**config.mk**
```make
export PLATFORM = sky130hd
export DESIGN_NAME = store_merge
export DESIGN_NICKNAME = d
export VERILOG_FILES = /design/src/common/mem_data_pkg.sv /design/src/common/mem_op_pkg.sv /design/src/dmem/store_merge.sv
export VERILOG_INCLUDE_DIRS = /design/src /design/src/common
export SDC_FILE = /design/constraint.sdc
export NUM_CORES = 1
export LEC_CHECK = 0
export ABC_AREA = 0
export ABC_CLOCK_PERIOD_IN_PS = 4700
export BUFFER_PORTS_ARGS = -buffer_cell sky130_fd_sc_hd__buf_2
export CORE_AREA = 2 2 118 120
export DETAILED_ROUTE_END_ITERATION = 12
export DIE_AREA = 0 0 120 122
export PLACE_DENSITY = 0.67
export SLEW_MARGIN = 0
export SYNTH_ARGS = -nofsm -noshare
export SYNTH_HDL_FRONTEND = slang
export SYNTH_SLANG_ARGS = --single-unit
```
**constraint.sdc**
```tcl
create_clock -name clk -period 4.7 [get_ports clk]
set_input_delay 0.705 -clock clk [delete_from_list [all_inputs] [get_ports clk]]
set_output_delay 0.705 -clock clk [all_outputs]
set_load 0.02 [all_outputs]
```
**src/common/mem_stage_config.svh**
```systemverilog
`ifndef MEM_STAGE_CONFIG_SVH
`define MEM_STAGE_CONFIG_SVH

// data path width in bits
`define MEM_XLEN 64

// request address width, physical
`define MEM_ADDR_W 64

// data RAM depth in words
`define MEM_RAM_WORDS 256

// request queue depth, also the credits upstream holds after reset
`define MEM_REQ_DEPTH 4

// result credits granted by the consumer
`define MEM_RES_CREDITS 2

`endif

```
**src/common/mem_data_pkg.sv**
```systemverilog
`include "mem_stage_config.svh"

package mem_data_pkg;

  // one data word as held in the RAM
  typedef logic [`MEM_XLEN-1:0] word_t;

  typedef logic [`MEM_ADDR_W-1:0] addr_t;

  // byte lane inside a word
  typedef logic [$clog2(`MEM_XLEN/8)-1:0] byte_offset_t;

  // word address into the data RAM
  typedef logic [$clog2(`MEM_RAM_WORDS)-1:0] word_index_t;

  typedef logic [4:0] regno_t; // x0..x31

endpackage

```
**src/common/mem_op_pkg.sv**
```systemverilog
package mem_op_pkg;
  import mem_data_pkg::*;

  typedef enum logic [3:0] {
    OP_LB,
    OP_LBU,
    OP_LH,
    OP_LHU,
    OP_LW,
    OP_LWU,
    OP_LD,
    OP_SB,
    OP_SH,
    OP_SW,
    OP_SD
  } mem_op_t;

  typedef enum logic [1:0] {
    SZ_BYTE,
    SZ_HALF,
    SZ_WORD,
    SZ_DOUBLE
  } mem_size_t;

  // one request as it sits in the input queue
  typedef struct packed {
    mem_op_t op;
    addr_t   addr;
    word_t   wdata;
    regno_t  rd;
  } req_entry_t;

  function automatic mem_size_t op_size(mem_op_t op);
    case (op)
      OP_LB, OP_LBU, OP_SB: return SZ_BYTE;
      OP_LH, OP_LHU, OP_SH: return SZ_HALF;
      OP_LW, OP_LWU, OP_SW: return SZ_WORD;
      default:              return SZ_DOUBLE;
    endcase
  endfunction

  function automatic logic op_is_store(mem_op_t op);
    return op inside {OP_SB, OP_SH, OP_SW, OP_SD};
  endfunction

endpackage

```
**src/dmem/store_merge.sv**
```systemverilog
module store_merge import mem_op_pkg::*, mem_data_pkg::*; (
  input  logic         clk,
  input  logic         reset,
  input  logic         s1_valid,
  input  mem_op_t      s1_op,
  input  byte_offset_t s1_offset,
  input  word_t        s1_wdata,
  input  regno_t       s1_rd,
  input  word_index_t  rd_index,
  input  word_t        rd_word,
  output logic         we,
  output word_index_t  wr_index,
  output word_t        wr_word,
  output logic         s2_valid,
  output mem_op_t      s2_op,
  output byte_offset_t s2_offset,
  output word_t        s2_word,
  output regno_t       s2_rd
);

  localparam int BYTES = $bits(word_t) / 8;

  logic [BYTES-1:0] byte_en;
  word_t            shifted_wdata;

  // read-modify-write of the word fetched on the pop edge
  always_comb begin
    case (op_size(s1_op))
      SZ_BYTE: byte_en = BYTES'(8'h01) << s1_offset;
      SZ_HALF: byte_en = BYTES'(8'h03) << s1_offset;
      SZ_WORD: byte_en = BYTES'(8'h0f) << s1_offset;
      default: byte_en = '1; // sd overwrites the lot
    endcase
    shifted_wdata = s1_wdata << {s1_offset, 3'b000};
    for (int i = 0; i < BYTES; i++) begin
      wr_word[8*i +: 8] = byte_en[i] ? shifted_wdata[8*i +: 8] : rd_word[8*i +: 8];
    end
  end

  assign we = s1_valid && op_is_store(s1_op);

  always_ff @(posedge clk) begin
    wr_index <= rd_index; // index of the word now on rd_word
  end

  always_ff @(posedge clk) begin
    if (reset)
      s2_valid <= 1'b0;
    else
      s2_valid <= s1_valid;
  end

  always_ff @(posedge clk) begin
    s2_op     <= s1_op;
    s2_offset <= s1_offset;
    s2_word   <= rd_word;
    s2_rd     <= s1_rd;
  end

endmodule

```
==> metrics.txt <==
Final Cycle Share=0.7967; pin count of the biggest net entering global routing=62; port bufs=300; core box area=approximately 14000 sq um; first-pass GRT wire length=23950 microns; CP startpoint kind=primary input; Slew Limit Fails=0; vias per cell=roughly 5.0; Yosys top cell by area=dfxtp_1; peak supply drop=about 0.24 mV; sequential fraction of the synthesis area=0.3907; Total GRT Usage=0.2189; simple-gate share of the synthesized area=0.08072; Worst setup EP type=output pin; Power Dens Cells=between 300 and 400 nW/um^2; Slew headroom=0.4456; Yosys Warn Count=0; largest cells by area after synthesis=dfxtp_1, mux2i_1, mux2_2; crit path kind=primary input to output pin; DIE AREA=between 10000 and 15000 sq um; synthesis-to-finish area growth=43.95%; H-tree Lvls=3; layout cells sized above 1=0.5280; DR vias=4503; post-CTS setup buffers=0; Synth Area per Inst=10.18 sq um; Post-Layout Cell Count=~890; largest family of logic cells by synthesized area=multiplexers; Worst-Margin Slew=0.8285 ns; share of the synthesized area in compound gates (AO/OA/AOI/OAI)=0.2163; drt total wl=16790 microns; Peak Freq=267.1 MHz; Mapped Cells=428; mux contribution to synthesized area=0.2471; CTS tree=yes; Final Hold Vio Count=0; number of detailed-routing iterations run before antenna repair=5; crit path cell chain=buf_2 -> nand2_1 -> nor2_1 -> a21oi_1 -> ha_1 -> a221o_1 -> mux2_2 -> buf_2; num rows=43; Final Wtd Congestion=0.8793; Leakage=3.118 nW; Hold Crit Endpoint=s2_rd[3]; commonest cells after routing, fill and taps aside=buf_2, dfxtp_1, mux2i_1; post-synthesis cell area=4355 sq um; Cell variety after synth=39; HPWL after DPL=between 10000 and 15000 microns; drt initial violations=196; Die Ht=122 microns; total CTS buffers=9; commonest non-fill, non-tap cell in the layout=buf_2; post-CTS sizing=0; Setup TNS=0 ns; deepest clock path buffer count=2; Min Clock Period, post-route=3.744 ns; endpoints failing setup=0; status=completed; clk slew on worst S/H paths=0.07 ns; vias in the first global route=between 4000 and 5000; syn nets=582; fin nets=864; ant diodes=0; WL/cell=18.78 microns; CP peak stage delay=between 0.7 and 0.8 ns; slowest stage cell, crit path=ha_1; Min-Delay Path Class=primary input to flop; clk sinks=85; Max-Cap Viols=0; Hold Crit Start=s1_rd[3]; remaining antenna violation count=0; Final Util=0.4643; RSZ-0062 raised after global routing=false; Hold Path Cell Cnt=1; hold buffer count at CTS=0; CP most frequent cell=buf_2; Fillers=1329; share of the synthesized area in the top cell type=0.3907; total grt overflow=0; Chip Width=approximately 120 microns; Root Driver=clkbuf_16; initial antenna violation count=1; Cells after DPL=879; critical path peak fanout=15; Post-Synth XOR/XNOR Area=0; Residual DRC=0; Crit path required time=3.99 ns; Initial Util=0.3225; total chip power=2.265 mW; FF+latch count, synth=85; CP arrival=3.04 ns; # IOs=301; Adder-Cell Fraction of Synth Area=0.008618
==> logic make-up (layout without fill, tap and decap cells) <==
| logic type | count (synthesis) | in the layout |
|---|---|---|
| buf+inv | 47 | 333 |
| mux | 98 | 98 |
| flops | 85 | 85 |
| simple gates | 70 | 70 |
| compound gates | 125 | 125 |
| fa+ha+maj | 3 | 3 |
==> synth_stat cells <==
library cell   n
mux2_4         9
a21oi_2        2
nand2b_1      11
nor2b_1        5
mux2i_1       49
a21boi_0       9
nand2_1       21
buf_4          5
or2_2          1
o22ai_1        9
a21oi_4        1
a2bb2oi_1     16
buf_1          2
clkbuf_1      13
o31ai_1        8
a21oi_1       10
o22a_1         8
a21o_1         1
o21bai_1       1
o221ai_1       8
inv_1         10
nor3b_4        1
or2_4          1
buf_2         11
ha_1           3
and2_1         8
dfxtp_1       85
and3b_1        1
buf_6          5
nand3_1        1
a221o_1        1
o21ai_0       17
o32ai_1        8
a211oi_1      24
a221oi_4       1
nor2_1        20
clkinv_1       1
mux2_2        40
o21a_1         1
==> state kept, by name (all words and copies together), names as in the netlist <==
signal     flops
s2_op          4
s2_word       64
s2_rd          5
s2_offset      3
s2_valid       1
wr_index       8
==> worst max path at each step <==
stage	start	end	slack (ns)	cells after the start
floorplan	s1_op[2]	wr_word[46]	1.48	9
finish	s1_op[1]	wr_word[55]	0.96	8
detailed placement	s1_op[1]	wr_word[55]	0.89	8
global placement	s1_op[1]	wr_word[54]	0.97	8
global route	s1_op[1]	wr_word[53]	0.72	8
CTS	s1_op[1]	wr_word[55]	0.89	8
==> where the power goes <==
group          switching, mW  internal, mW
Sequential           0.00813         0.759
Combinational          0.406         0.271
Clock                  0.301         0.520
==> area by class of cell <==
cell class / count / area (sq um) / share of cell area
inverters: 11 / 41.29 / 0.006586
well taps: 180 / 225.2 / 0.03592
multi-input cells: 296 / 2407 / 0.3840
clock inverters: 5 / 108.9 / 0.01736
flip-flops and latches: 85 / 1702 / 0.2714
repair buffers: 307 / 1556 / 0.2483
clock buffers: 10 / 229.0 / 0.03652
==> routing by layer <==
layer | up-vias | wire, microns | track usage
li1 | 2148 | - | -
met1 | 2091 | 6655 | 0.2552
met2 | 238 | 8327 | 0.3832
met3 | 24 | 1461 | 0.06788
met4 | 2 | 337 | 0.06912
met5 | - | 7 | 0
==> critical path: cells and delay by family <==
family / cells / cell delay (ns)
mux: 1 / 0.39
compound gates: 2 / 0.76
simple gates: 2 / 0.13
buf+inv: 2 / 0.28
fa+ha+maj: 1 / 0.76
==> metrics by stage <==
stage / hold WS, ns / setup slack [ns] / instance area, sq um
after floorplan: 0.7327 / 1.484 / 4355
after global placement: 0.8076 / 0.9727 / 5932
after detailed placement: 0.8092 / 0.8925 / 5932
after CTS: 0.4478 / 0.8948 / 6270
after global routing: 0.4406 / 0.7232 / 6270
final: 0.4558 / 0.9557 / 6270
Power figures use the tool's default switching activity.
