===== src/common/mem_stage_config.svh =====
`ifndef MEM_STAGE_CONFIG_SVH
`define MEM_STAGE_CONFIG_SVH

// data path width in bits
`define MEM_XLEN 64

// request address width, physical
`define MEM_ADDR_W 64

// data RAM depth in words
`define MEM_RAM_WORDS 256

// request queue depth, also the credits upstream holds after reset
`define MEM_REQ_DEPTH 4

// result credits granted by the consumer
`define MEM_RES_CREDITS 2

`endif


===== src/common/mem_data_pkg.sv =====
`include "mem_stage_config.svh"

package mem_data_pkg;

  // one data word as held in the RAM
  typedef logic [`MEM_XLEN-1:0] word_t;

  typedef logic [`MEM_ADDR_W-1:0] addr_t;

  // byte lane inside a word
  typedef logic [$clog2(`MEM_XLEN/8)-1:0] byte_offset_t;

  // word address into the data RAM
  typedef logic [$clog2(`MEM_RAM_WORDS)-1:0] word_index_t;

  typedef logic [4:0] regno_t; // x0..x31

endpackage


===== src/common/mem_op_pkg.sv =====
package mem_op_pkg;
  import mem_data_pkg::*;

  typedef enum logic [3:0] {
    OP_LB,
    OP_LBU,
    OP_LH,
    OP_LHU,
    OP_LW,
    OP_LWU,
    OP_LD,
    OP_SB,
    OP_SH,
    OP_SW,
    OP_SD
  } mem_op_t;

  typedef enum logic [1:0] {
    SZ_BYTE,
    SZ_HALF,
    SZ_WORD,
    SZ_DOUBLE
  } mem_size_t;

  // one request as it sits in the input queue
  typedef struct packed {
    mem_op_t op;
    addr_t   addr;
    word_t   wdata;
    regno_t  rd;
  } req_entry_t;

  function automatic mem_size_t op_size(mem_op_t op);
    case (op)
      OP_LB, OP_LBU, OP_SB: return SZ_BYTE;
      OP_LH, OP_LHU, OP_SH: return SZ_HALF;
      OP_LW, OP_LWU, OP_SW: return SZ_WORD;
      default:              return SZ_DOUBLE;
    endcase
  endfunction

  function automatic logic op_is_store(mem_op_t op);
    return op inside {OP_SB, OP_SH, OP_SW, OP_SD};
  endfunction

endpackage


===== src/rtl/load_align.sv =====
module load_align import mem_op_pkg::*, mem_data_pkg::*; (
  input  logic         clk,
  input  logic         reset,
  input  logic         s2_valid,
  input  mem_op_t      s2_op,
  input  byte_offset_t s2_offset,
  input  word_t        s2_word,
  input  regno_t       s2_rd,
  output logic         res_valid,
  output word_t        res_data,
  output regno_t       res_rd,
  output logic         res_wen
);

  localparam int XW = $bits(word_t);

  word_t field;
  word_t ext_data;
  logic  is_store;

  assign is_store = op_is_store(s2_op);

  always_comb begin
    field = s2_word >> {s2_offset, 3'b000}; // wanted lane down to bit 0
    case (s2_op)
      OP_LB:   ext_data = {{(XW-8){field[7]}}, field[7:0]};
      OP_LBU:  ext_data = word_t'(field[7:0]);
      OP_LH:   ext_data = {{(XW-16){field[15]}}, field[15:0]};
      OP_LHU:  ext_data = word_t'(field[15:0]);
      OP_LW:   ext_data = {{(XW-32){field[31]}}, field[31:0]};
      OP_LWU:  ext_data = word_t'(field[31:0]);
      OP_LD:   ext_data = field;
      default: ext_data = '0; // stores carry no data back
    endcase
  end

  always_ff @(posedge clk) begin
    if (reset) begin
      res_valid <= 1'b0;
      res_wen   <= 1'b0;
    end else begin
      res_valid <= s2_valid;
      res_wen   <= s2_valid && !is_store; // loads update rd
    end
  end

  always_ff @(posedge clk) begin
    res_data <= ext_data;
    res_rd   <= s2_rd;
  end

endmodule


===== config.mk =====
export PLATFORM = sky130hd
export DESIGN_NAME = load_align
export DESIGN_NICKNAME = d
export VERILOG_FILES = /design/src/common/mem_data_pkg.sv /design/src/common/mem_op_pkg.sv /design/src/rtl/load_align.sv
export VERILOG_INCLUDE_DIRS = /design/src /design/src/common
export SDC_FILE = /design/constraint.sdc
export NUM_CORES = 1
export LEC_CHECK = 0
export ABC_AREA = 1
export BUFFER_PORTS_ARGS = -buffer_cell sky130_fd_sc_hd__buf_4
export CAP_MARGIN = 20
export CORE_MARGIN = 2
export CORE_UTILIZATION = 30
export CTS_CLUSTER_DIAMETER = 120
export DETAILED_ROUTE_END_ITERATION = 8
export SYNTH_ARGS = -nofsm -noshare
export SYNTH_HDL_FRONTEND = slang
export SYNTH_SLANG_ARGS = --single-unit

===== constraint.sdc =====
create_clock -name clk -period 1.5 [get_ports clk]
set_input_delay 0.3 -clock clk [delete_from_list [all_inputs] [get_ports clk]]
set_output_delay 0.3 -clock clk [all_outputs]
set_load 0.01 [all_outputs]

==> results.md <==
* Critical path arrival at 1.62 ns
* Core Region at 0.0127 mm²
* Grt ovf at 0
* Clock Sinks at 71
* Setup TNS at 0 ns
* Routing usage on met3 at 0.0278
* First-pass GRT wire length at 22.6 mm
* GR peak layer: met1
* Synth area leaders: dfxtp_1 (36%), nand2_1 (22%), nand3_1 (9.4%), a21oi_1 (6.3%), o21ai_0 (4.3%)
* Drt drc at 0
* Post-synth cell types at 29
* Final core occ at 0.464
* Syn Inst Count at 618
* Slew @ Worst Pin at between 0.4 and 0.5 ns
* Share of async-settable or async-resettable flops after synthesis at 0
* WHS Path Cells at 1
* Pre-antenna DRT Iters at 5
* Non-Filler Instances at between 900 and 1000
* Vias per Instance at 4.75
* Yosys warns at 0
* Post-synth net total at 697
* Placer Congestion at 0.833
* Final instance area at 0.00591 mm²
* Worst setup path start: s2_offset[0]
* Diode count at 0
* CP Buf/Inv Count at 4
* Status: finished clean
* TritonCTS clock tree: yes
* Routed vias at between 4000 and 5000
* Port Buffer Count at 149
* Synth Cell Area at 0.00396 mm²
* Met2 Use GR at 0.298
* CTS hold repair buffers at 0
* Die area at 0.0141 mm²
* Post-DP HPWL at 11.0 mm
* Vias in the first global route at 4215
* Initial DRC Count at between 400 and 500
* Filler instances at ~1400
* Die W at roughly 120 µm
* CP dominant cell by count: nand2_1
* CP required at 1.72 ns
* P&R area growth vs syn at 49.3%
* Worst hold path type: in -> reg
* M1 GR Usage at 0.304
* Rel. slew slack at 0.719
* Leading register cell type out of synthesis: dfxtp_1
* Power share of the clock group at 0.410
* Initial antenna violation count at 0
* Cell Area, Placed at about 0.0056 mm²
* Hold Startpoint: s2_rd[4]
* Crit path kind: in -> reg
* Switching pwr at about 1.6 mW
* Final Hold Fails at 0
* Critical Path End Type: flip-flop
* Final period util at 0.934
* Final net count at 860
* Remaining antenna violation count after routing at 0
* Row Count at 41
* Hold endpoint: res_rd[4]$_DFF_P_
* Worst-path clk slew at 0.05 ns
* Cell internal pwr at 4.13 mW
* RSZ-0062 raised after global routing: no
* Area share of the largest cell type after synthesis at 0.359
* Synth Register Bits at 71
* Placed Cells at around 940
* Boundary pin count at 150
* Maximum clock insertion buffer count at 2
* Gr usage total at 0.203
* CTS Root Cell: clkbuf_16
* Pwr dens at 961 mW/mm²
* Drt wl/cell at roughly 15 µm
* Slew Limit Fails at 0
* Die H at 119 µm
* Static Leak at 3.10 nW
* Initial Utilization at 0.311
* Crit-path max cell delay at ~0.28 ns
* WHS at around 0.070 ns
* Max H-tree Level at 3
* Share of layout cells above drive strength 1 at 0.318
* CP top delay family: buffers and inverters
* Most common cell in the netlist: nand2_1
* Max_cap viols at 0
* FMAX at 0.714 GHz
* Sequential Power Share at 0.362
* Drt total wl at about 14 mm
* Commonest cells post-synth: nand2_1 (230), nand3_1 (74), dfxtp_1 (71)
* EDFF count, synth at 0
* Final setup vio count at 0
* Startpoint types: input port
* Seq/Total Area, Yosys at 0.359
* Crit path cell chain: buf_4 -> inv_6 -> buf_12 -> buf_12 -> nand2_1 -> nand2_1 -> o21ai_0 -> nor2_1 -> a21oi_1 -> nand2_1
* Pin count of the biggest net entering global routing at 34
* Comb power frac at 0.227
* CP Max Fanout at 16
* Synth area leader: dfxtp_1
* Minimum clock period at around 1.4 ns
* CP max stage cell: o21ai_0
* Maximum VDD drop at approximately 0.5 mV
* CTS Buf Count at 9
* Mean Syn Cell Area at 6.40 µm²
* Sw Share at 0.273
## layout make-up
cell class | count | area, µm² | area share
well taps | 172 | 215 | 0.0364
repair buffers | 199 | 1700 | 0.288
inverters | 21 | 86.3 | 0.0146
multi-input cells | 479 | 2160 | 0.365
flip-flops and latches | 71 | 1420 | 0.241
clock inverters | 5 | 81.3 | 0.0138
clock buffers | 11 | 243 | 0.0411
## per-layer routing
| metal | vias to the layer above | wire length, µm |
|---|---|---|
| met5 | - | 0 |
| met4 | 0 | 212 |
| met1 | 2008 | 7050 |
| met3 | 15 | 968 |
| met2 | 191 | 6090 |
| li1 | 2333 | - |
## flip-flops by register name, indices dropped and copies added (netlist names)
name,flops
res_rd,5
res_wen,1
res_valid,1
res_data,64
## logic make-up (layout without fill, tap and decap cells)
kind of cell / after synthesis / after routing / share of synthesized area
AO/OA/AOI/OAI: 101 / 101 / 0.136
buffers and inverters: 68 / 236 / 0.0958
flip-flops: 71 / 71 / 0.359
AND/OR/NAND/NOR: 378 / 378 / 0.409
## how the worst max path moves through the flow
stage,slack [ns],cells past startpoint,to
finish,0.1,10,res_data[43]$_DFF_P_
global route,0.009,10,res_data[43]$_DFF_P_
global placement,-0.44,5,res_data[40]$_DFF_P_
floorplan,0.11,11,res_data[33]$_DFF_P_
CTS,0.15,10,res_data[43]$_DFF_P_
detailed placement,-0.20,10,res_data[43]$_DFF_P_
## power by group through the flow
stage / sequential, mW / clock (mW) / combinational (mW)
after floorplan: 2.16 / 0 / 0.554
after global placement: 2.10 / 0 / 1.27
after detailed placement: 2.10 / 0 / 1.29
after CTS: 2.06 / 2.37 / 1.29
after global routing: 2.07 / 2.44 / 1.42
final: 2.06 / 2.33 / 1.29
## per-stage QoR
step | power (mW) | worst slack (ns)
floorplan | 2.71 | 0.113
global route | 5.92 | 0.00907
global placement | 3.37 | -0.441
CTS | 5.73 | 0.145
detailed placement | 3.38 | -0.203
finish | 5.68 | 0.0985
## placed cells by master, fill, tap and decap left out
cell type,netlist,routed
nand2_1,230,230
buf_4,1,183
nand3_1,74,74
dfxtp_1,71,71
a21oi_1,50,50
nor2_1,38,37
o21ai_0,34,31
nand2_2,26,26
inv_1,18,18
buf_12,3,15
o211ai_1,11,11
clkbuf_16,0,9
o21ai_1,3,6
nand3_2,3,3
nor2_2,2,3
nand4_1,2,2
bufinv_16,0,2
inv_6,1,1
inv_4,1,1
or2_1,1,1
nand2_4,1,1
inv_2,1,1
and2_1,1,1
o22ai_1,1,1
a211oi_1,1,1
a31oi_1,1,1
clkinv_4,0,1
clkbuf_1,14,1
clkinvlp_4,0,1
clkinv_2,0,1
clkbuf_8,0,1
buf_16,0,1
## repair_timing
action                                  4_1_cts  5_1_grt
resized for setup                             0        3
setup buffers                                 0        0
endpoints found under the setup margin        0        3
Power figures use the tool's default switching activity.
