--- config.mk ---
export PLATFORM = sky130hd
export DESIGN_NAME = mem_issue
export DESIGN_NICKNAME = d
export VERILOG_FILES = /design/src/common/mem_data_pkg.sv /design/src/common/mem_op_pkg.sv /design/src/rtl/mem_issue.sv
export VERILOG_INCLUDE_DIRS = /design/src /design/src/common
export SDC_FILE = /design/constraint.sdc
export NUM_CORES = 1
export LEC_CHECK = 0
export CAP_MARGIN = 30
export CORE_AREA = 2 2 89 91
export DETAILED_ROUTE_END_ITERATION = 8
export DIE_AREA = 0 0 91 93
export DONT_BUFFER_PORTS = 1
export SLEW_MARGIN = 10
export SYNTH_ARGS = -nofsm -noshare
export SYNTH_HDL_FRONTEND = slang
export SYNTH_SLANG_ARGS = --single-unit
--- constraint.sdc ---
create_clock -name clk -period 2.92 [get_ports clk]
set_clock_uncertainty 0.1 [all_clocks]
set_input_delay 0.292 -clock clk [delete_from_list [all_inputs] [get_ports clk]]
set_output_delay 0.292 -clock clk [all_outputs]
set_load 0.005 [all_outputs]
--- src/common/mem_stage_config.svh ---
`ifndef MEM_STAGE_CONFIG_SVH
`define MEM_STAGE_CONFIG_SVH

// data path width in bits
`define MEM_XLEN 64

// request address width, physical
`define MEM_ADDR_W 64

// data RAM depth in words
`define MEM_RAM_WORDS 256

// request queue depth, also the credits upstream holds after reset
`define MEM_REQ_DEPTH 4

// result credits granted by the consumer
`define MEM_RES_CREDITS 2

`endif

--- src/common/mem_data_pkg.sv ---
`include "mem_stage_config.svh"

package mem_data_pkg;

  // one data word as held in the RAM
  typedef logic [`MEM_XLEN-1:0] word_t;

  typedef logic [`MEM_ADDR_W-1:0] addr_t;

  // byte lane inside a word
  typedef logic [$clog2(`MEM_XLEN/8)-1:0] byte_offset_t;

  // word address into the data RAM
  typedef logic [$clog2(`MEM_RAM_WORDS)-1:0] word_index_t;

  typedef logic [4:0] regno_t; // x0..x31

endpackage

--- src/common/mem_op_pkg.sv ---
package mem_op_pkg;
  import mem_data_pkg::*;

  typedef enum logic [3:0] {
    OP_LB,
    OP_LBU,
    OP_LH,
    OP_LHU,
    OP_LW,
    OP_LWU,
    OP_LD,
    OP_SB,
    OP_SH,
    OP_SW,
    OP_SD
  } mem_op_t;

  typedef enum logic [1:0] {
    SZ_BYTE,
    SZ_HALF,
    SZ_WORD,
    SZ_DOUBLE
  } mem_size_t;

  // one request as it sits in the input queue
  typedef struct packed {
    mem_op_t op;
    addr_t   addr;
    word_t   wdata;
    regno_t  rd;
  } req_entry_t;

  function automatic mem_size_t op_size(mem_op_t op);
    case (op)
      OP_LB, OP_LBU, OP_SB: return SZ_BYTE;
      OP_LH, OP_LHU, OP_SH: return SZ_HALF;
      OP_LW, OP_LWU, OP_SW: return SZ_WORD;
      default:              return SZ_DOUBLE;
    endcase
  endfunction

  function automatic logic op_is_store(mem_op_t op);
    return op inside {OP_SB, OP_SH, OP_SW, OP_SD};
  endfunction

endpackage

--- src/rtl/mem_issue.sv ---
`include "mem_stage_config.svh"

module mem_issue import mem_op_pkg::*, mem_data_pkg::*; (
  input  logic         clk,
  input  logic         reset,
  input  logic         not_empty,
  input  req_entry_t   head,
  output logic         pop,
  input  logic         res_credit,
  output word_index_t  rd_index,
  output logic         s1_valid,
  output mem_op_t      s1_op,
  output byte_offset_t s1_offset,
  output word_t        s1_wdata,
  output regno_t       s1_rd
);

  localparam int CRED_W = $clog2(`MEM_RES_CREDITS + 1);
  localparam int OFS_W  = $bits(byte_offset_t);

  logic [CRED_W-1:0] credits;
  byte_offset_t      offset_mask;

  // issue only with a result slot reserved downstream
  assign pop = not_empty && (credits != '0);

  // the RAM registers this index on the pop edge
  assign rd_index = head.addr[OFS_W +: $bits(word_index_t)];

  // misaligned low bits are dropped, not trapped
  always_comb begin
    case (op_size(head.op))
      SZ_BYTE: offset_mask = 3'b111;
      SZ_HALF: offset_mask = 3'b110;
      SZ_WORD: offset_mask = 3'b100;
      default: offset_mask = 3'b000;
    endcase
  end

  always_ff @(posedge clk) begin
    if (reset) begin
      credits  <= CRED_W'(`MEM_RES_CREDITS);
      s1_valid <= 1'b0;
    end else begin
      s1_valid <= pop;
      case ({pop, res_credit})
        2'b10:   credits <= credits - 1'b1;
        2'b01:   credits <= credits + 1'b1;
        default: credits <= credits; // both or neither
      endcase
    end
  end

  always_ff @(posedge clk) begin
    s1_op     <= head.op;
    s1_offset <= head.addr[OFS_W-1:0] & offset_mask;
    s1_wdata  <= head.wdata;
    s1_rd     <= head.rd;
  end

endmodule

==> summary.md <==
| Metric | Value |
|---|---|
| Share of cells above drive strength 1 | `8.290%` |
| Hold wc startpoint | `head[136]` |
| Average wire per standard cell | `14.63 um` |
| R2r endpoint | `credits[1]` |
| Yosys top cell area share | `between 80% and 90%` |
| R2r startpoint | `credits[0]` |
| Buffers on Ports | `0` |
| CP startpoint | `credits[0]` |
| Row Count | `32` |
| First-pass GRT wire length | `about 5900 um` |
| Top FF cell, synth | `dfxtp_1` |
| Syn Inst Count | `about 110` |
| Sequential fraction of the synthesis area | `about nine tenths` |
| Synth cell types | `17` |
| CTS Buffer Depth | `2` |
| Leakage | `1.161 nW` |
| Vias/cell | `~3.6` |
| Req. time, crit path | `about 3.0 ns` |
| Remaining DRCs | `0` |
| Most frequent cell after synthesis | `dfxtp_1` |
| Core box area | `7527 um^2` |
| Syn-to-layout area delta | `60.00%` |
| Final period util | `56.23%` |
| Worst-Skew Late Latency | `0.34 ns` |
| Synth async-reset ratio | `0%` |
| Top post-synthesis cells by area | `dfxtp_1 (89%), buf_4 (3.4%), o21ai_0 (1.1%)` |
| Pre-CTS setup slack | `roughly 1.3 ns` |
| Slew Limit Fails | `0` |
| CTS H-tree depth | `3` |
| Total GRT Usage | `approximately a tenth` |
| Placer Congestion | `0.5826` |
| Full die area | `about 8500 um^2` |
| Status | `finished, final reports clean` |
| Crit path DAT | `between 1.5 and 2 ns` |
| CTS Buf Count | `9` |
| Post-CTS setup buffer count | `0` |
| Largest net degree at the start of global routing | `15` |
| MaxCap Viol Count | `0` |
| Fmax | `between 600 and 700 MHz` |
| DRT iter0 DRCs | `15` |
| Worst slew pin tran | `0.2967 ns` |
| Vias in the first global route | `approximately 1000` |
| Synth Cell Area | `1770 um^2` |
| Hold WC Path Type | `in -> reg` |
| # IOs | `between 200 and 250` |
| Overflow after GRT | `0` |
| R2r setup slk | `about 1.3 ns` |
| Syn nets | `250` |
| Starting Density | `23.52%` |
| Worst R2R Path Depth | `4` |
| Die Ht | `between 90 and 100 um` |
| Setup Crit Path Kind | `reg -> reg` |
| Crit end category | `register` |
| Final Hold Viols | `0` |
| DRT Pass-1 Iters | `4` |
| Relative slew margins | `around four fifths` |
| WHS | `0.05127 ns` |
| Post-synth EDFFs | `0` |
| Yosys reg bits | `about 80` |
| Crit path launch type | `register` |
| Die X-Extent | `91 um` |
| Total Wirelength | `about 4300 um` |
| Min cycle time layout | `~1.6 ns` |
| # nets final | `330` |
| Final TNS setup | `0 ns` |
| Setup violations, final | `0` |
| Mean post-synth cell area | `roughly 16 um^2` |
| Synth Warn # | `0` |
| Clock tree sinks | `between 70 and 80` |
| Initial antenna violation count | `2` |
| Worst-path maximum fanout | `3` |
| RSZ-0062 raised after global routing | `false` |
| Worst-path clk slew | `~0.080 ns` |
| VDD IR-drop max | `~0.00022 V` |
| Final WS setup | `between 1 and 1.5 ns` |
| Area leader, netlist | `dfxtp_1` |
| Antenna viol nets, final | `0` |
| Power Density | `760.4 nW/um^2` |
| CTS tree | `yes` |
| Overall power | `about 2.2 mW` |
| Clock Tree Root | `clkbuf_8` |
| Via count | `roughly 1100` |
| Most frequent cells after synthesis | `dfxtp_1 (79), buf_4 (8), o21ai_0 (4)` |
| CP Capture Point | `credits[1]` |
==> through the flow <==
| step | cell area (um^2) | utilization, % | instances |
|---|---|---|---|
| floorplan | 1770 | - | 108 |
| global placement | 1838 | 24.42 | 202 |
| detailed placement | 1838 | 24.42 | 202 |
| CTS | 2828 | 37.57 | 295 |
| global route | 2830 | 37.60 | 296 |
| finish | 2833 | 37.63 | 297 |
==> routing by layer <==
| metal | up-vias | share of wire [%] | wire length, um | global-route usage [%] |
|---|---|---|---|---|
| met2 | 105 | 47 | 2058 | 15.37 |
| met3 | 13 | 15 | 655 | 7.333 |
| li1 | 497 | - | - | - |
| met5 | - | 0 | 0 | 0 |
| met4 | 0 | 1.7 | 75 | 5.556 |
| met1 | 464 | 36 | 1556 | 9.229 |
==> layout by cell type, fill, tap and decap left out, types with 2 or more instances in the layout <==
cell | Yosys | routed
bufinv_16 | 0 | 2
clkbuf_8 | 0 | 9
clkinv_2 | 0 | 2
dfxtp_1 | 79 | 79
diode_2 | 0 | 2
dlygate4sd3_1 | 0 | 77
nand2_1 | 2 | 2
nor2_1 | 2 | 2
o21ai_0 | 4 | 4
xor2_1 | 2 | 2
==> worst min-delay path by stage <==
stage / end / slack (ns) / cells past startpoint
after detailed placement: s1_wdata[55] / 0.22 / 0
after floorplan: s1_op[0] / 0.22 / 0
after CTS: s1_offset[0] / 0.02 / 1
after global placement: s1_wdata[58] / 0.22 / 0
after global routing: s1_offset[0] / 0.02 / 1
final: s1_offset[0] / 0.05 / 1
==> registers in the layout, summed over array words and instances (netlist names) <==
signal     flops
s1_offset      3
s1_rd          5
s1_valid       1
s1_wdata      64
s1_op          4
credits        2
==> what timing repair did <==
item,CTS,global route
endpoints found under the hold margin,79,0
hold buffers,77,0
gates resized for setup,0,0
==> where the power goes <==
group	leakage [nW]	total [mW]	internal [mW]	switching (mW)
Clock	0.110	0.859	0.482	0.377
Sequential	0.666	1.18	1.14	0.0389
Combinational	0.386	0.113	0.0846	0.0285
==> logic make-up (layout without fill, tap and decap cells) <==
group | Yosys count | count (layout) | synth area share, %
buffers and inverters | 9 | 94 | 3.604
AOI/OAI and AO/OA | 6 | 6 | 1.909
and+or+nand+nor | 11 | 11 | 3.464
xor gates and xnor gates | 2 | 2 | 0.9896
adders and majority gates | 1 | 1 | 0.7066
other | 0 | 2 | 0
DFF | 79 | 79 | 89.33
==> area by class of cell <==
class | instances | area (um^2)
diodes | 2 | 5.005
clock buffers | 9 | 123.9
clock inverters | 7 | 95.09
fillers | 724 | 4695
inverters | 1 | 3.754
multi-input cells | 20 | 125.1
flip-flops and latches | 79 | 1582
well taps | 102 | 127.6
repair buffers | 77 | 770.7
==> critical path, stage by stage, from the launching register on <==
cell and delay (ns):
dfxtp_1 0.34, o21ai_0 0.27, ha_1 0.32, o21ai_0 0.15, or3b_1 0.34
Note: power is estimated with default switching activity, not from simulation.
