[config.mk]
export PLATFORM = sky130hd
export DESIGN_NAME = req_queue
export DESIGN_NICKNAME = d
export VERILOG_FILES = /design/src/common/mem_data_pkg.sv /design/src/common/mem_op_pkg.sv /design/src/rtl/req_queue.sv
export VERILOG_INCLUDE_DIRS = /design/src /design/src/common
export SDC_FILE = /design/constraint.sdc
export NUM_CORES = 1
export LEC_CHECK = 0
export CAP_MARGIN = 0
export CORE_ASPECT_RATIO = 0.5
export CORE_MARGIN = 10
export CORE_UTILIZATION = 55
export CTS_CLUSTER_SIZE = 10
export DETAILED_ROUTE_END_ITERATION = 6
export DONT_BUFFER_PORTS = 1
export PLACE_DENSITY = 0.81
export SLEW_MARGIN = 20
export SYNTH_ARGS = -nofsm -noshare
export SYNTH_HDL_FRONTEND = slang
export SYNTH_SLANG_ARGS = --single-unit
[constraint.sdc]
create_clock -name clk -period 4.26 [get_ports clk]
set_input_delay 0 -clock clk [delete_from_list [all_inputs] [get_ports clk]]
set_output_delay 0 -clock clk [all_outputs]
set_load 0.02 [all_outputs]
[src/common/mem_stage_config.svh]
`ifndef MEM_STAGE_CONFIG_SVH
`define MEM_STAGE_CONFIG_SVH

// data path width in bits
`define MEM_XLEN 64

// request address width, physical
`define MEM_ADDR_W 64

// data RAM depth in words
`define MEM_RAM_WORDS 256

// request queue depth, also the credits upstream holds after reset
`define MEM_REQ_DEPTH 4

// result credits granted by the consumer
`define MEM_RES_CREDITS 2

`endif

[src/common/mem_data_pkg.sv]
`include "mem_stage_config.svh"

package mem_data_pkg;

  // one data word as held in the RAM
  typedef logic [`MEM_XLEN-1:0] word_t;

  typedef logic [`MEM_ADDR_W-1:0] addr_t;

  // byte lane inside a word
  typedef logic [$clog2(`MEM_XLEN/8)-1:0] byte_offset_t;

  // word address into the data RAM
  typedef logic [$clog2(`MEM_RAM_WORDS)-1:0] word_index_t;

  typedef logic [4:0] regno_t; // x0..x31

endpackage

[src/common/mem_op_pkg.sv]
package mem_op_pkg;
  import mem_data_pkg::*;

  typedef enum logic [3:0] {
    OP_LB,
    OP_LBU,
    OP_LH,
    OP_LHU,
    OP_LW,
    OP_LWU,
    OP_LD,
    OP_SB,
    OP_SH,
    OP_SW,
    OP_SD
  } mem_op_t;

  typedef enum logic [1:0] {
    SZ_BYTE,
    SZ_HALF,
    SZ_WORD,
    SZ_DOUBLE
  } mem_size_t;

  // one request as it sits in the input queue
  typedef struct packed {
    mem_op_t op;
    addr_t   addr;
    word_t   wdata;
    regno_t  rd;
  } req_entry_t;

  function automatic mem_size_t op_size(mem_op_t op);
    case (op)
      OP_LB, OP_LBU, OP_SB: return SZ_BYTE;
      OP_LH, OP_LHU, OP_SH: return SZ_HALF;
      OP_LW, OP_LWU, OP_SW: return SZ_WORD;
      default:              return SZ_DOUBLE;
    endcase
  endfunction

  function automatic logic op_is_store(mem_op_t op);
    return op inside {OP_SB, OP_SH, OP_SW, OP_SD};
  endfunction

endpackage

[src/rtl/req_queue.sv]
`include "mem_stage_config.svh"

module req_queue import mem_op_pkg::*; (
  input  logic       clk,
  input  logic       reset,
  input  logic       push,
  input  req_entry_t push_entry,
  input  logic       pop,
  output logic       not_empty,
  output req_entry_t head,
  output logic       credit
);

  localparam int DEPTH = `MEM_REQ_DEPTH;
  localparam int PTR_W = (DEPTH > 1) ? $clog2(DEPTH) : 1;
  localparam int CNT_W = $clog2(DEPTH + 1);

  req_entry_t entries [DEPTH];
  logic [PTR_W-1:0] wr_ptr;
  logic [PTR_W-1:0] rd_ptr;
  logic [CNT_W-1:0] count;

  // upstream never pushes without a credit, so no full check here
  always_ff @(posedge clk) begin
    if (reset) begin
      wr_ptr <= '0;
      rd_ptr <= '0;
      count  <= '0;
      credit <= 1'b0;
    end else begin
      credit <= pop; // one credit back per popped entry
      if (push)
        wr_ptr <= (wr_ptr == PTR_W'(DEPTH - 1)) ? '0 : wr_ptr + 1'b1;
      if (pop)
        rd_ptr <= (rd_ptr == PTR_W'(DEPTH - 1)) ? '0 : rd_ptr + 1'b1;
      case ({push, pop})
        2'b10:   count <= count + 1'b1;
        2'b01:   count <= count - 1'b1;
        default: count <= count;
      endcase
    end
  end

  always_ff @(posedge clk) begin
    if (push)
      entries[wr_ptr] <= push_entry;
  end

  assign not_empty = (count != '0);
  assign head      = entries[rd_ptr];

endmodule

==> results_dict.tcl, run 1 <==
set metrics [dict create \
    status "complete, no violations" \
    rows 49 \
    final_util 0.662 \
    path_cells "buf_4 > mux4_2" \
    fillerInstances 2120 \
    rsz0062_at_grt "false" \
    fin_crit_ns 2.68 \
    syn-cell-area_sq_um 20200 \
    initial_utilization 0.560 \
    tns_ns 0 \
    fin_nets 1099 \
    yosysWarnings 0 \
    start_kind "flip-flop" \
    drt-total-wl_um 44300 \
    critPathKind "flip-flop to primary output" \
    drt_iter0_drc 793 \
    hold_path_class "input port to flip-flop" \
    final_cells 1464 \
    cts_buffer_depth 3 \
    die_area_sq_um 45300 \
    p_per_area_nw_per_um2 500 \
    yosysSeqAreaShare 0.824 \
    multi_input_area_sq_um 3340 \
    slew_headroom 0.272 \
    synth_xor_area_frac 0.000866 \
    finalHoldViolations 0 \
    critPathMaxFanout 73 \
    arrival_ns 2.68 \
    fp.dieW_um 291 \
    clock_skew_ns 0.0208 \
    yosys.area_share.simple 0.00408 \
    place_congestion 0.762 \
    num_vias 8777 \
    clkLatencyLatePin_ns 0.59 \
    ant_nets 0 \
    period_share 0.628 \
    hold_depth 1 \
    grt_pass1_vias 9623 \
    synth-compound-area-share 0.00124 \
    synth_top_family_by_area "multiplexers" \
    postCtsSetupBuffers 0 \
    overflow 0 \
    synthCells 765 \
    root_buffer "clkbuf_16" \
    die-height_um 156 \
    drive_above_1_share 0.226 \
    viasPerCell 6.00 \
    grt_pass1_wl_um 65600 \
    regArea_sq_um 16700 \
    cp-end-kind "primary output" \
    critPathTopFamily "flip-flops" \
    setup_viol 0 \
    vdd_ir_drop_max_uv 250 \
    wl_per_cell_um 30.2 \
    ioPinCount 280 \
    dp_hpwl_um 25000 \
    drv_cap 0 \
    reg2reg_depth 3 \
    ys_ff_latch 558 \
    h-tree-depth 2 \
    drc_errors 0 \
    slew_viol_final 0 \
    worst-slew-pin-transition_ns 1.09 \
    grt_max_degree 78 \
    most-common-layout-cells "edfxtp_1 (548), dlygate4sd3_1 (141), mux4_2 (137), clkbuf_16 (61), clkbuf_1 (27)" \
    fmax_mhz 374 \
    drtPass1Iterations 5 \
    synth_top_area_share 0.814 \
    antenna_found_initial 0 \
    dpl.cell_count 1231 \
    cpMaxStageDelayCell "dfxtp_4" \
    avgSynthCellArea_sq_um 26.4 \
    cts_tree "built" \
    required_ns 4.26 \
    p_leak_nw 7.49 \
    io_buffers 0 \
    synth_area_leaders "edfxtp_1 (81%), mux4_2 (15%), dfxtp_1 (0.99%)" \
    layout_commonest_cell "edfxtp_1" \
    synthAdderAreaFrac 0.00470 \
    grt.total_usage 0.193 \
    yosys.area.top_type "edfxtp_1" \
    muxShareOfSynthArea 0.154 \
    worst-path-buf-inv 1 \
    max_stage_delay_ns 1.02 \
    cts_made_buffers 61 \
    ctsResizeCount 0 \
    ys_types 18 \
    syn_nets 913 \
    area_delta_synth_final_pct 18.1 \
    diodes 0 \
    clk_pin_slew_worst_paths_ns 0.06 \
    worst-path-stages 2 \
    core-area_sq_um 36100 \
    clock_sinks 558 \
]
-- worst paths after layout --
check / start / endpoint / slack, ns
worst min register to register: rd_ptr[1] / flip-flop / 0.57
worst min-delay path: push / entries[0][47] / 0.06
worst max register to register: wr_ptr[0] / entries[3][21] / 1.90
worst max-delay path: flip-flop / head[52] / 1.58
-- sequential cells by signal, summed over array words and instances, names as in the netlist, named ones only --
name     count
count        3
credit       1
entries    548
rd_ptr       2
wr_ptr       2
-- layer usage --
layer	vias to the layer above	GRT usage	routed length [um]
met5	-	0	0
met4	0	0.106	2550
met3	114	0.0387	1900
met2	313	0.353	24800
met1	4685	0.212	15100
li1	3665	-	-
-- area by class of cell --
| type | count | share of cell area |
|---|---|---|
| sequential | 558 | 0.697 |
| multi-input combinational | 169 | 0.140 |
| clock buffer | 89 | 0.0687 |
| timing repair buffer | 154 | 0.0663 |
| tap | 484 | 0.0253 |
| clock inverter | 3 | 0.00157 |
| inverter | 7 | 0.00110 |
-- synth_stat cells, drive strengths merged --
| library cell | instances |
|---|---|
| edfxtp | 548 |
| mux4 | 137 |
| buf | 29 |
| dfxtp | 10 |
| nor2 | 8 |
| inv | 7 |
| ha | 6 |
| a21oi | 4 |
| and2 | 4 |
| clkbuf | 2 |
| mux2i | 2 |
| nor3b | 2 |
| or3 | 2 |
| xor2 | 2 |
| fa | 1 |
| o21ai | 1 |
-- per-stage QoR --
step / power [W] / setup slack, ns / hold slack (ns) / area (sq um)
2_1_floorplan: 0.00714 / 0.0651 / 0.0989 / 20200
3_3_place_gp: 0.00730 / 1.98 / 0.0719 / 20800
3_5_place_dp: 0.00733 / 1.93 / 0.0705 / 20800
4_1_cts: 0.0120 / 1.48 / 0.0483 / 23900
5_1_grt: 0.0123 / 1.35 / 0.0717 / 23900
6_report: 0.0120 / 1.58 / 0.0588 / 23900
-- logic make-up after synthesis --
| family | after synthesis |
|---|---|
| and+or+nand+nor | 16 |
| muxes | 139 |
| adders and majority gates | 7 |
| xor gates and xnor gates | 2 |
| buffers and inverters | 38 |
| DFF | 558 |
| AOI/OAI and AO/OA | 5 |
-- report_power, final --
part	switching, W	total, W	internal (W)	leakage, nW
Combinational	0.000639	0.00101	0.000375	1.56
Clock	0.00194	0.00457	0.00262	0.810
Sequential	0.000101	0.00637	0.00627	5.12
Total	0.00268	0.0120	0.00927	7.49
-- repair_timing --
action	in CTS	in global routing
hold endpoints to repair	600	0
hold buffers	141	0
endpoints found under the setup margin	0	0
(Power assumes the default switching activity.)
==> run 2: changes to the inputs <==
Settings changed: ABC_AREA set to 1, PLACE_DENSITY 0.81 to 0.78.
Clock period 4.26 ns to 2.5 ns, I/O delays scaled along.
==> results_dict.tcl, run 2 <==
set metrics [dict create \
    largest_reg_flops 548 \
    dpl.cell_count 1905 \
    core-area_sq_um 37300 \
    synth-compound-area-share 0.109 \
    layout_commonest_cell "edfxtp_1" \
    period_share 0.944 \
    cts_made_buffers 61 \
    yosys.area_share.simple 0.0533 \
    final_cells 2138 \
    initial_utilization 0.556 \
    syn-cell-area_sq_um 20800 \
    critPathMaxFanout 172 \
    fmax_mhz 424 \
    drc_errors 0 \
    die-height_um 157 \
    synth_top_family_by_area "compound AO/OA/AOI/OAI gates" \
    ys_types 19 \
    overflow 0 \
    required_ns 2.50 \
    hold_path_class "input port to flip-flop" \
    async_reset_ff_frac 0 \
    h-tree-depth 2 \
    drt-total-wl_um 52900 \
    most-common-layout-cells "edfxtp_1 (548), nor2_1 (280), o21ai_0 (154), dlygate4sd3_1 (141), o22ai_1 (137)" \
    hold_buffers 141 \
    yosysWarnings 0 \
    regMostFlops "entries" \
    synth.most_common_cell "edfxtp_1" \
    ctsResizeCount 0 \
    synth_area_leaders "edfxtp_1 (79%), nor2_1 (5.1%), o22ai_1 (4.1%)" \
    avgSynthCellArea_sq_um 15.0 \
    fin_hold_ws_ns 0.0500 \
    critPathKind "flip-flop to primary output" \
    die_area_sq_um 46400 \
    ioPinCount 280 \
    clkLatencyLatePin_ns 0.59 \
    finalHoldViolations 0 \
    ys_ff_latch 558 \
    arrival_ns 2.36 \
    synth_xor_area_frac 0 \
    wl_per_cell_um 24.7 \
    fin_crit_ns 2.36 \
    synth_ff_type "edfxtp_1" \
    slew_viol_final 0 \
    clk_pin_slew_worst_paths_ns 0.06 \
    rsz0062_at_grt "false" \
    num_vias 13100 \
    dp_hpwl_um 29300 \
    drtPass1Iterations 6 \
    cts_tree "built" \
    ant_nets 0 \
    vdd_ir_drop_max_uv 514 \
    cp-end-kind "primary output" \
    grt.total_usage 0.220 \
    reg2reg_depth 5 \
    synthAdderAreaFrac 0.00458 \
    setup_viol 0 \
    yosys.area.top_type "edfxtp_1" \
    postCtsSetupBuffers 0 \
    start_kind "flip-flop" \
    place_congestion 0.828 \
    synth-edff-count 548 \
    top_regs "entries (548), count (3)" \
    synthCells 1386 \
    p_leak_nw 8.37 \
    drive_above_1_share 0.120 \
    drt_iter0_drc 1649 \
    fin_nets 1763 \
    cts_buffer_depth 3 \
    area_delta_synth_final_pct 20.4 \
    rows 50 \
    clock_skew_ns 0.0141 \
    io_buffers 0 \
    root_buffer "clkbuf_16" \
    status "complete, no violations" \
    p_per_area_nw_per_um2 842 \
    synth_top_area_share 0.792 \
    ys_top_cells_by_count "edfxtp_1 (548), nor2_1 (280), o21ai_0 (154)" \
    clock_sinks 558 \
    viasPerCell 6.14 \
    grt_max_degree 173 \
    hold_depth 3 \
    fp.dieW_um 295 \
    slew_headroom 0.460 \
    grt_pass1_vias 13400 \
    antenna_found_initial 4 \
    muxShareOfSynthArea 0 \
    drv_cap 0 \
    worst-slew-pin-transition_ns 0.810 \
    syn_nets 1534 \
    yosysSeqAreaShare 0.802 \
    grt_pass1_wl_um 79000 \
]
## run 2: cell count changes after synthesis, moves of 8 or more
cell,before,now
buf_6,7,26
clkbuf_1,2,47
inv_1,7,17
mux4_2,137,0
nand2_1,0,8
nor2_1,8,280
o21ai_0,1,154
o21ai_1,0,124
o22ai_1,0,137
## run 2: worst max-delay path, cell delays in order (launching register included)
cell and delay, ns:
dfxtp_4 0.40, buf_12 0.43, o21ai_0 0.24, o22ai_1 0.54
## run 2: metal layers
layer  up-vias  wire [um]  track usage
li1       5711          -            -
met1      6534      18100        0.249
met2       696      28500        0.400
met3       187       3500       0.0380
met4         0       2760        0.110
met5         -          0            0
## run 2: power by group
| group | switching [W] | total (W) | internal [W] |
|---|---|---|---|
| clock | 0.00332 | 0.00775 | 0.00443 |
| combinational | 0.00169 | 0.00247 | 0.000785 |
| sequential | 0.000110 | 0.0108 | 0.0107 |
## run 2: cell type report
| cell class | instances | area, sq um |
|---|---|---|
| clock inverter | 2 | 17.5 |
| fill | 2330 | 12300 |
| inverter | 18 | 92.6 |
| timing repair buffer | 256 | 2470 |
| multi-input combinational | 720 | 3490 |
| antenna | 5 | 12.5 |
| tap | 494 | 618 |
| sequential | 558 | 16700 |
| clock buffer | 85 | 1630 |
## run 2: worst paths after layout
kind | startpoint | end | slack, ns
setup / recovery | flip-flop | head[13] | 0.14
setup reg to reg | wr_ptr[0] | entries[0][130] | 0.72
hold / removal | push | entries[1][54] | 0.05
hold reg to reg | wr_ptr[1] | wr_ptr[1] | 0.53
## run 2: cell families (layout without fill, tap and decap cells)
kind of cell	count (synthesis)	count (layout)
other cells	0	5
simple gates	293	293
compound gates	420	420
buf+inv	108	361
flops	558	558
fa+ha+maj	7	7
## run 2: stage by stage
step | setup slack, ns | cell area (sq um) | setup TNS (ns) | total power (W) | utilization
floorplan | -0.534 | 20800 | -291.72 | 0.0124 | -
global placement | 0.794 | 21900 | 0 | 0.0131 | 0.587
detailed placement | 0.744 | 21900 | 0 | 0.0131 | 0.587
CTS | 0.117 | 25000 | 0 | 0.0210 | 0.669
global route | 0.0291 | 25000 | 0 | 0.0217 | 0.669
finish | 0.139 | 25000 | 0 | 0.0210 | 0.669
